**config.mk**
```make
export PLATFORM = sky130hd
export DESIGN_NAME = fdtd_mem_ctrl
export DESIGN_NICKNAME = d
export VERILOG_FILES = /design/src/hw/fdtd_pkg.sv /design/src/hw/fdtd_mem_ctrl.sv /design/src/hw/fdtd_mem_port.sv /design/src/hw/fdtd_addr_gen.sv /design/src/hw/fdtd_word_counter.sv /design/src/hw/fdtd_seq_fsm.sv
export VERILOG_INCLUDE_DIRS = /design/src /design/src/include
export SDC_FILE = /design/constraint.sdc
export NUM_CORES = 1
export LEC_CHECK = 0
export ABC_AREA = 1
export BUFFER_PORTS_ARGS = -buffer_cell sky130_fd_sc_hd__buf_2
export CAP_MARGIN = 30
export CORE_MARGIN = 2
export CORE_UTILIZATION = 25
export DETAILED_ROUTE_END_ITERATION = 10
export GPL_TIMING_DRIVEN = 0
export PLACE_DENSITY = 0.55
export REMOVE_ABC_BUFFERS = 1
export SLEW_MARGIN = 20
export SYNTH_ARGS = -nofsm -noshare
export SYNTH_HDL_FRONTEND = slang
export SYNTH_SLANG_ARGS = --single-unit
```
**constraint.sdc**
```tcl
create_clock -name ACLK -period 4.67 [get_ports ACLK]
set_input_delay 0 -clock ACLK [delete_from_list [all_inputs] [get_ports ACLK]]
set_output_delay 0 -clock ACLK [all_outputs]
set_load 0.01 [all_outputs]
```
**src/include/fdtd_defs.svh**
```systemverilog
`ifndef FDTD_DEFS_SVH
`define FDTD_DEFS_SVH

// bits needed to hold the value n itself
`define FDTD_CNT_W(n) ($clog2((n) + 1))

`endif
```
**src/hw/fdtd_pkg.sv**
```systemverilog
`include "fdtd_defs.svh"

package fdtd_pkg;

    localparam int ADDR_W      = 32;
    localparam int DATA_W      = 32;
    localparam int SIZE_W      = 16;

    // words per field held by the compute buffer
    localparam int BLOCK_WORDS = 8;

    // block counters run across Hy then Ez, so up to twice the block
    localparam int BLK_CNT_W   = `FDTD_CNT_W(2 * BLOCK_WORDS);
    localparam logic [SIZE_W-1:0] BLOCK_LEN = SIZE_W'(BLOCK_WORDS);

    typedef enum logic {FLD_HY, FLD_EZ} field_e;

    typedef enum logic [1:0] {PH_IDLE, PH_READ, PH_WRITE} phase_e;

    typedef struct packed {
        logic              valid;
        logic [ADDR_W-1:0] addr;
    } mem_req_t;

    typedef struct packed {
        logic              valid;
        logic [ADDR_W-1:0] addr;
        logic [DATA_W-1:0] data;
    } mem_wr_t;

    typedef struct packed {
        logic              valid;
        field_e            field;
        logic [DATA_W-1:0] data;
    } fld_word_t;

    typedef struct packed {
        logic [ADDR_W-1:0] hy_base;
        logic [ADDR_W-1:0] ez_base;
        logic [SIZE_W-1:0] size;
    } job_cfg_t;

endpackage

```
**src/hw/fdtd_mem_ctrl.sv**
```systemverilog
module fdtd_mem_ctrl
(
    input  logic                        ACLK,
    input  logic                        ARESETn,

    input  logic                        start_i,
    input  fdtd_pkg::job_cfg_t          cfg_i,
    input  logic                        int_en_i,
    input  logic                        clr_int_i,
    output logic                        busy_o,
    output logic                        int_pending_o,
    output logic                        int_o,

    output fdtd_pkg::mem_req_t          rd_req_o,
    input  logic                        rd_req_ready_i,
    input  logic                        rd_rsp_valid_i,
    input  logic [fdtd_pkg::DATA_W-1:0] rd_rsp_data_i,
    output logic                        rd_rsp_ready_o,
    output fdtd_pkg::mem_wr_t           wr_o,
    input  logic                        wr_ready_i,

    output fdtd_pkg::fld_word_t         buf_out_o,
    input  logic                        buf_out_ready_i,
    input  fdtd_pkg::fld_word_t         buf_in_i,
    output logic                        buf_in_ready_o
);

    fdtd_pkg::phase_e            phase;
    fdtd_pkg::field_e            req_field;
    fdtd_pkg::field_e            rsp_field;
    fdtd_pkg::field_e            wr_field;
    logic                        load;
    logic                        read_done;
    logic                        write_done;
    logic                        job_done;
    logic                        req_stop;
    logic                        req_fire;
    logic                        rsp_fire;
    logic                        wr_fire;
    logic [fdtd_pkg::ADDR_W-1:0] rd_addr;
    logic [fdtd_pkg::ADDR_W-1:0] wr_addr;

    fdtd_seq_fsm u_fsm
    (
        .ACLK          ( ACLK          ),
        .ARESETn       ( ARESETn       ),
        .start_i       ( start_i       ),
        .int_en_i      ( int_en_i      ),
        .clr_int_i     ( clr_int_i     ),
        .read_done_i   ( read_done     ),
        .write_done_i  ( write_done    ),
        .job_done_i    ( job_done      ),
        .phase_o       ( phase         ),
        .load_o        ( load          ),
        .busy_o        ( busy_o        ),
        .int_pending_o ( int_pending_o ),
        .int_o         ( int_o         )
    );

    fdtd_word_counter u_cnt
    (
        .ACLK         ( ACLK        ),
        .ARESETn      ( ARESETn     ),
        .phase_i      ( phase       ),
        .load_i       ( load        ),
        .size_i       ( cfg_i.size  ),
        .req_fire_i   ( req_fire    ),
        .rsp_fire_i   ( rsp_fire    ),
        .wr_fire_i    ( wr_fire     ),
        .req_field_o  ( req_field   ),
        .rsp_field_o  ( rsp_field   ),
        .wr_field_o   ( wr_field    ),
        .req_stop_o   ( req_stop    ),
        .read_done_o  ( read_done   ),
        .write_done_o ( write_done  ),
        .job_done_o   ( job_done    )
    );

    fdtd_addr_gen u_addr
    (
        .ACLK        ( ACLK      ),
        .ARESETn     ( ARESETn   ),
        .load_i      ( load      ),
        .cfg_i       ( cfg_i     ),
        .req_fire_i  ( req_fire  ),
        .req_field_i ( req_field ),
        .wr_fire_i   ( wr_fire   ),
        .wr_field_i  ( wr_field  ),
        .rd_addr_o   ( rd_addr   ),
        .wr_addr_o   ( wr_addr   )
    );

    fdtd_mem_port u_port
    (
        .phase_i         ( phase           ),
        .rsp_field_i     ( rsp_field       ),
        .req_stop_i      ( req_stop        ),
        .rd_addr_i       ( rd_addr         ),
        .wr_addr_i       ( wr_addr         ),
        .rd_req_o        ( rd_req_o        ),
        .rd_req_ready_i  ( rd_req_ready_i  ),
        .rd_rsp_valid_i  ( rd_rsp_valid_i  ),
        .rd_rsp_data_i   ( rd_rsp_data_i   ),
        .rd_rsp_ready_o  ( rd_rsp_ready_o  ),
        .wr_o            ( wr_o            ),
        .wr_ready_i      ( wr_ready_i      ),
        .buf_out_o       ( buf_out_o       ),
        .buf_out_ready_i ( buf_out_ready_i ),
        .buf_in_i        ( buf_in_i        ),
        .buf_in_ready_o  ( buf_in_ready_o  ),
        .req_fire_o      ( req_fire        ),
        .rsp_fire_o      ( rsp_fire        ),
        .wr_fire_o       ( wr_fire         )
    );

endmodule

```
**src/hw/fdtd_mem_port.sv**
```systemverilog
module fdtd_mem_port
(
    input  fdtd_pkg::phase_e            phase_i,
    input  fdtd_pkg::field_e            rsp_field_i,
    input  logic                        req_stop_i,
    input  logic [fdtd_pkg::ADDR_W-1:0] rd_addr_i,
    input  logic [fdtd_pkg::ADDR_W-1:0] wr_addr_i,

    // memory side
    output fdtd_pkg::mem_req_t          rd_req_o,
    input  logic                        rd_req_ready_i,
    input  logic                        rd_rsp_valid_i,
    input  logic [fdtd_pkg::DATA_W-1:0] rd_rsp_data_i,
    output logic                        rd_rsp_ready_o,
    output fdtd_pkg::mem_wr_t           wr_o,
    input  logic                        wr_ready_i,

    // compute buffer side
    output fdtd_pkg::fld_word_t         buf_out_o,
    input  logic                        buf_out_ready_i,
    input  fdtd_pkg::fld_word_t         buf_in_i,
    output logic                        buf_in_ready_o,

    output logic                        req_fire_o,
    output logic                        rsp_fire_o,
    output logic                        wr_fire_o
);

    logic rd_phase;
    logic wr_phase;

    assign rd_phase = (phase_i == fdtd_pkg::PH_READ);
    assign wr_phase = (phase_i == fdtd_pkg::PH_WRITE);

    //////////////////////////////////////////////////////////////////////
    // read side, memory to buffer
    //////////////////////////////////////////////////////////////////////

    always_comb
    begin
        rd_req_o.valid  = rd_phase && !req_stop_i;
        rd_req_o.addr   = rd_addr_i;

        // response waits in memory while the buffer is stalled
        buf_out_o.valid = rd_phase && rd_rsp_valid_i;
        buf_out_o.field = rsp_field_i;
        buf_out_o.data  = rd_rsp_data_i;
        rd_rsp_ready_o  = rd_phase && buf_out_ready_i;
    end

    assign req_fire_o = rd_req_o.valid && rd_req_ready_i;
    assign rsp_fire_o = buf_out_o.valid && buf_out_ready_i;

    //////////////////////////////////////////////////////////////////////
    // write side, buffer to memory
    //////////////////////////////////////////////////////////////////////

    // the beat lands at the expected field whatever its tag says
    always_comb
    begin
        wr_o.valid     = wr_phase && buf_in_i.valid;
        wr_o.addr      = wr_addr_i;
        wr_o.data      = buf_in_i.data;
        buf_in_ready_o = wr_phase && wr_ready_i;
    end

    assign wr_fire_o = wr_o.valid && wr_ready_i;

endmodule

```
**src/hw/fdtd_addr_gen.sv**
```systemverilog
module fdtd_addr_gen
(
    input  logic                        ACLK,
    input  logic                        ARESETn,

    input  logic                        load_i,
    input  fdtd_pkg::job_cfg_t          cfg_i,

    input  logic                        req_fire_i,
    input  fdtd_pkg::field_e            req_field_i,
    input  logic                        wr_fire_i,
    input  fdtd_pkg::field_e            wr_field_i,

    output logic [fdtd_pkg::ADDR_W-1:0] rd_addr_o,
    output logic [fdtd_pkg::ADDR_W-1:0] wr_addr_o
);

    // word pointers indexed by field, Hy at 0 and Ez at 1
    logic [fdtd_pkg::ADDR_W-1:0] rd_ptr [2];
    logic [fdtd_pkg::ADDR_W-1:0] wr_ptr [2];

    always_ff @(posedge ACLK or negedge ARESETn)
    begin
        if (!ARESETn)
        begin
            rd_ptr[0] <= '0;
            rd_ptr[1] <= '0;
            wr_ptr[0] <= '0;
            wr_ptr[1] <= '0;
        end
        else if (load_i)
        begin
            // read and write ranges start at the same base
            rd_ptr[0] <= cfg_i.hy_base;
            rd_ptr[1] <= cfg_i.ez_base;
            wr_ptr[0] <= cfg_i.hy_base;
            wr_ptr[1] <= cfg_i.ez_base;
        end
        else
        begin
            if (req_fire_i)
                rd_ptr[req_field_i] <= rd_ptr[req_field_i] + 1'b1;
            if (wr_fire_i)
                wr_ptr[wr_field_i] <= wr_ptr[wr_field_i] + 1'b1;
        end
    end

    assign rd_addr_o = rd_ptr[req_field_i];
    assign wr_addr_o = wr_ptr[wr_field_i];

endmodule

```
**src/hw/fdtd_word_counter.sv**
```systemverilog
module fdtd_word_counter
(
    input  logic                        ACLK,
    input  logic                        ARESETn,

    input  fdtd_pkg::phase_e            phase_i,
    input  logic                        load_i,
    input  logic [fdtd_pkg::SIZE_W-1:0] size_i,

    input  logic                        req_fire_i,
    input  logic                        rsp_fire_i,
    input  logic                        wr_fire_i,

    output fdtd_pkg::field_e            req_field_o,
    output fdtd_pkg::field_e            rsp_field_o,
    output fdtd_pkg::field_e            wr_field_o,
    output logic                        req_stop_o,

    output logic                        read_done_o,
    output logic                        write_done_o,
    output logic                        job_done_o
);

    // index 0 requests, 1 responses, 2 written words
    logic [fdtd_pkg::BLK_CNT_W-1:0] cnt [3];
    logic [2:0]                     fire;
    logic [fdtd_pkg::SIZE_W-1:0]    remaining;
    logic [fdtd_pkg::SIZE_W-1:0]    blk_len_full;
    logic [fdtd_pkg::BLK_CNT_W-1:0] blk_len;
    logic [fdtd_pkg::BLK_CNT_W-1:0] blk_total;
    logic [fdtd_pkg::BLK_CNT_W-1:0] blk_max;
    logic [fdtd_pkg::BLK_CNT_W-1:0] outstanding;
    logic                           blk_end;

    assign fire = {wr_fire_i, rsp_fire_i, req_fire_i};

    // last block may be short
    assign blk_len_full = (remaining < fdtd_pkg::BLOCK_LEN) ? remaining : fdtd_pkg::BLOCK_LEN;
    assign blk_len      = blk_len_full[fdtd_pkg::BLK_CNT_W-1:0];
    assign blk_total    = blk_len << 1;
    assign blk_max      = fdtd_pkg::BLOCK_LEN[fdtd_pkg::BLK_CNT_W-1:0];
    assign blk_end      = (phase_i == fdtd_pkg::PH_WRITE) && write_done_o;

    always_ff @(posedge ACLK or negedge ARESETn)
    begin
        if (!ARESETn)
        begin
            for (int i = 0; i < 3; i++)
            begin
                cnt[i] <= '0;
            end
        end
        else if (load_i || blk_end)
        begin
            for (int i = 0; i < 3; i++)
            begin
                cnt[i] <= '0;
            end
        end
        else
        begin
            for (int i = 0; i < 3; i++)
            begin
                if (fire[i])
                    cnt[i] <= cnt[i] + 1'b1;
            end
        end
    end

    always_ff @(posedge ACLK or negedge ARESETn)
    begin
        if (!ARESETn)
            remaining <= '0;
        else if (load_i)
            remaining <= size_i;
        else if (blk_end)
            remaining <= remaining - blk_len_full;
    end

    // Hy first, Ez once the count passes the block length
    assign req_field_o = (cnt[0] < blk_len) ? fdtd_pkg::FLD_HY : fdtd_pkg::FLD_EZ;
    assign rsp_field_o = (cnt[1] < blk_len) ? fdtd_pkg::FLD_HY : fdtd_pkg::FLD_EZ;
    assign wr_field_o  = (cnt[2] < blk_len) ? fdtd_pkg::FLD_HY : fdtd_pkg::FLD_EZ;

    // buffer can hold at most one block of unanswered requests
    assign outstanding = cnt[0] - cnt[1];
    assign req_stop_o  = (cnt[0] == blk_total) || (outstanding >= blk_max);

    assign read_done_o  = (cnt[1] == blk_total);
    assign write_done_o = (cnt[2] == blk_total);
    assign job_done_o   = (remaining <= fdtd_pkg::BLOCK_LEN);

endmodule

```
**src/hw/fdtd_seq_fsm.sv**
```systemverilog
module fdtd_seq_fsm
(
    input  logic             ACLK,
    input  logic             ARESETn,

    input  logic             start_i,
    input  logic             int_en_i,
    input  logic             clr_int_i,

    input  logic             read_done_i,
    input  logic             write_done_i,
    input  logic             job_done_i,

    output fdtd_pkg::phase_e phase_o,
    output logic             load_o,
    output logic             busy_o,
    output logic             int_pending_o,
    output logic             int_o
);

    fdtd_pkg::phase_e phase_q;
    fdtd_pkg::phase_e phase_d;
    logic             busy_q;

    //////////////////////////////////////////////////////////////////////
    // phase sequencing
    //////////////////////////////////////////////////////////////////////

    always_comb
    begin
        phase_d = phase_q;
        case (phase_q)
            fdtd_pkg::PH_IDLE:
            begin
                if (start_i)
                    phase_d = fdtd_pkg::PH_READ;
            end
            fdtd_pkg::PH_READ:
            begin
                if (read_done_i)
                    phase_d = fdtd_pkg::PH_WRITE;
            end
            fdtd_pkg::PH_WRITE:
            begin
                // another block unless this was the last one
                if (write_done_i)
                    phase_d = job_done_i ? fdtd_pkg::PH_IDLE : fdtd_pkg::PH_READ;
            end
            default:
            begin
                phase_d = fdtd_pkg::PH_IDLE;
            end
        endcase
    end

    always_ff @(posedge ACLK or negedge ARESETn)
    begin
        if (!ARESETn)
            phase_q <= fdtd_pkg::PH_IDLE;
        else
            phase_q <= phase_d;
    end

    assign phase_o = phase_q;
    assign load_o  = (phase_q == fdtd_pkg::PH_IDLE) && start_i;
    assign busy_o  = (phase_q != fdtd_pkg::PH_IDLE);

    //////////////////////////////////////////////////////////////////////
    // interrupt
    //////////////////////////////////////////////////////////////////////

    always_ff @(posedge ACLK or negedge ARESETn)
    begin
        if (!ARESETn)
            busy_q <= 1'b0;
        else
            busy_q <= busy_o;
    end

    // set on the falling edge of busy, clear wins
    always_ff @(posedge ACLK or negedge ARESETn)
    begin
        if (!ARESETn)
            int_pending_o <= 1'b0;
        else if (clr_int_i)
            int_pending_o <= 1'b0;
        else if (busy_q && !busy_o)
            int_pending_o <= 1'b1;
    end

    assign int_o = int_pending_o && int_en_i;

endmodule

```
==> results.json <==
{
  "status": "finished, final reports clean",
  "hp-start": "buf_in_i[0]",
  "drtAntennaViolNets": 0,
  "synth_edf_count": 0,
  "drv_slew": 0,
  "fin_cells": 2795,
  "synth_top_cell_by_area": "dfrtp_1",
  "holdWs_ns": 0.0000131,
  "synth_top_area_share_pct": 32.0,
  "crit_path_start": "u_cnt.remaining[13]",
  "rsz0062_at_grt": "false",
  "arrival_ns": 4.76,
  "leakagePower_uw": 0.00771,
  "nets": 2286,
  "min_period_ns": 4.38,
  "die_h_um": 230,
  "hpwl_mm": 41.5,
  "drive_gt1_share_pct": 13.9,
  "crit_type": "register to register",
  "num_vias": 14000,
  "root_buffer": "clkbuf_16",
  "numCtsBuffers": 17,
  "fin_crit_sh_pct": 93.7,
  "finClkSkew_ns": 0.0158,
  "grt_overflow": 0,
  "drt_wl_total_mm": 56.7,
  "die_w_um": 230,
  "io_pins": 292,
  "yosys_warnings": 0,
  "fillerInstances": 5550,
  "path_max_fanout": 26,
  "crit_top_cell": "nand2_1",
  "clk_pin_slew_worst_paths_ns": 0.07,
  "fmax_mhz": 229,
  "wl_per_cell_um": 20.3,
  "place_congestion": 0.920,
  "p_per_area_nw_per_um2": 581,
  "synthArstFlopShare_pct": 100,
  "postSynthAreaPerCell_um2": 6.41,
  "syn_inst": 1990,
  "fp.dieArea_um2": 52900,
  "layout_setup_ws_ns": 0.294,
  "syn-cell-area_um2": 12800,
  "hold_viol": 0,
  "grt_max_degree": 82,
  "core_um2": 50300,
  "place_inst": 2694,
  "peakVddDrop_mv": 0.323,
  "drtIter0Drc": 1178,
  "critPathLaunchType": "register",
  "critPathMaxStageDelay_ns": 0.41,
  "setup_viol": 0,
  "grt_pass1_wl_mm": 82.9,
  "r2r_start": "u_cnt.remaining[13]",
  "first_pass_iters": 5,
  "clkLatencyLatePin_ns": 0.46,
  "grt_pass1_vias": 13300,
  "ys.flop_type": "dfrtp_1",
  "synth.yosys.seq_area_share_pct": 32.0,
  "via_per_inst": 5.00,
  "cts_max_path_buffers": 2,
  "hp-class": "input port to primary output",
  "drc": 0,
  "ys_ff_latch": 163,
  "track_usage_pct": 20.7,
  "io_buffers": 162,
  "required_ns": 5.05,
  "synth_area_leaders": "dfrtp_1 32%, nand2_1 14%, nor2_1 10%",
  "antenna_found_initial": 1,
  "place_ws_ns": -0.514,
  "slew_headroom_pct": 48.0,
  "drv_cap": 0,
  "yosysUniqueCellTypes": 45,
  "clock-sinks": 163,
  "cp_cell_sequence": "nor2_1 > nand2_1 > nor2_4 > nand2_2 > inv_4 > nand2_2 > ha_1 > a21oi_4 > o21a_4 > buf_4 > nand2_4 > nand2_1 > o21ai_1 > nor2_1 > nand2_1 > nor2_2 > nand2_1 > nand2_1 > nand3_1 > a21oi_1",
  "cts_htree_levels": 4,
  "initial_core_util_pct": 25.4,
  "crit_slowest_cell": "dfrtp_1",
  "cp-end-kind": "register",
  "tightest_slew_ns": 0.778,
  "syn2layout_area_growth_pct": 20.7,
  "rows": 82,
  "cts_tree": "done"
}
worst max-delay path: cells and delay by family, from the launching register on:
kind,cells,cell delay (ns)
AOI/OAI and AO/OA,4,0.88
buffers and inverters,2,0.46
and+or+nand+nor,13,2.15
adders and majority gates,1,0.36
DFF,1,0.41
through the flow:
stage | utilization [%] | total power, uW | cell area (um2) | TNS (ns)
after floorplan | - | 5570 | 11800 | -118.10
after global placement | 26.8 | 7070 | 13500 | -726.42
after detailed placement | 27.9 | 7260 | 14000 | -38.84
after CTS | 30.5 | 8900 | 15300 | 0
after global routing | 30.6 | 9680 | 15400 | 0
final | 30.6 | 8960 | 15400 | 0
final timing paths:
check                                      to  slack (ns)  cells past startpoint
hold / removal                        wr_o[0]     0.00001                      0
setup reg to reg            u_addr.rd_ptr[31]        0.29                     20
min in group asynchronous  u_cnt.remaining[5]        0.12                      3
max in group asynchronous  u_cnt.remaining[6]        3.42                      3
setup / recovery            u_addr.rd_ptr[31]        0.29                     20
hold reg to reg              u_addr.rd_ptr[1]        0.48                      2
logic make-up after synthesis:
| group | synth area share [%] |
|---|---|
| flip-flops | 32.0 |
| AND/OR/NAND/NOR | 38.9 |
| XOR/XNOR | 1.78 |
| other | 0.0294 |
| buffers and inverters | 13.0 |
| adder cells (fa/ha/maj) | 2.22 |
| AO/OA/AOI/OAI | 12.1 |
area by class of cell:
class,count,area [um2],area share (%)
timing repair buffer,243,1910,12.4
clock buffer,21,450,2.92
multi-input combinational,1492,7210,46.8
clock inverter,11,175,1.14
antenna,1,2.50,0.0162
tap,672,841,5.46
inverter,192,737,4.78
sequential,163,4080,26.5
layout by cell type, fill, tap and decap left out, types with 4 or more instances in the layout:
cell / n
ha_1: 21
nand2_2: 27
dlygate4sd3_1: 62
nand4_1: 14
bufinv_16: 4
nand3_1: 233
inv_2: 5
a21oi_1: 177
nor2_2: 13
conb_1: 4
o21ai_0: 29
nor2_4: 11
inv_1: 182
and2_1: 4
nor2_1: 345
buf_16: 15
nand3_2: 6
xor2_1: 23
o211ai_1: 4
nand2_1: 464
clkbuf_16: 17
buf_2: 161
nand2_4: 10
nand3b_1: 20
o21ai_1: 13
a31oi_1: 8
a22oi_1: 26
o22ai_1: 12
dfrtp_1: 163
layer usage:
layer	share of wire [%]	global-route usage, %	up-vias
li1	-	-	6608
met1	43	26.6	6609
met2	43	31.4	664
met3	10	8.02	93
met4	3.0	6.49	6
met5	0.30	3.22	-
report_power, final:
| group | internal [uW] | switching [uW] | leakage (uW) |
|---|---|---|---|
| sequential | 2050 | 446 | 0.00188 |
| clock | 914 | 648 | 0.000298 |
| combinational | 1640 | 3260 | 0.00553 |
Yosys cell counts, types with 2 or more instances:
cell and n:
clkbuf_1 38, buf_2 28, nand2_1 466, a211oi_1 2, nor3b_1 2, nand4_1 14
o22ai_1 12, o21a_1 3, o221ai_1 2, nand2_2 30, dfrtp_1 163, nor3_1 3
xnor2_1 3, nand3_1 233, nand2_4 4, o21ai_1 13, nand3_2 6, buf_6 7
inv_1 184, or2_2 2, o211ai_1 4, nand3b_1 20, nor2_2 14, and2_1 4
nor2_4 3, a21oi_1 178, nor2_1 352, a22oi_1 26, xor2_1 23, o21ai_0 29
buf_1 3, buf_4 73, a31oi_1 8, inv_2 7, ha_1 21
sequential cells by signal (all words and copies together) (netlist names):
| name | count |
|---|---|
| u_cnt.cnt | 15 |
| u_cnt.remaining | 16 |
| u_fsm.int_pending_o | 1 |
| u_fsm.busy_q | 1 |
| u_addr.rd_ptr | 64 |
| u_addr.wr_ptr | 64 |
| u_fsm.phase_o | 2 |
repair_timing:
action                                 4_1_cts  5_1_grt
gates cloned                                 1        3
endpoints found under the hold margin      182        0
hold buffers                                62        0
setup buffers                                1        1
gates resized for setup                      9       10
pin swaps                                    1        3
setup endpoints to repair                  119      120
Power figures use the tool's default switching activity.
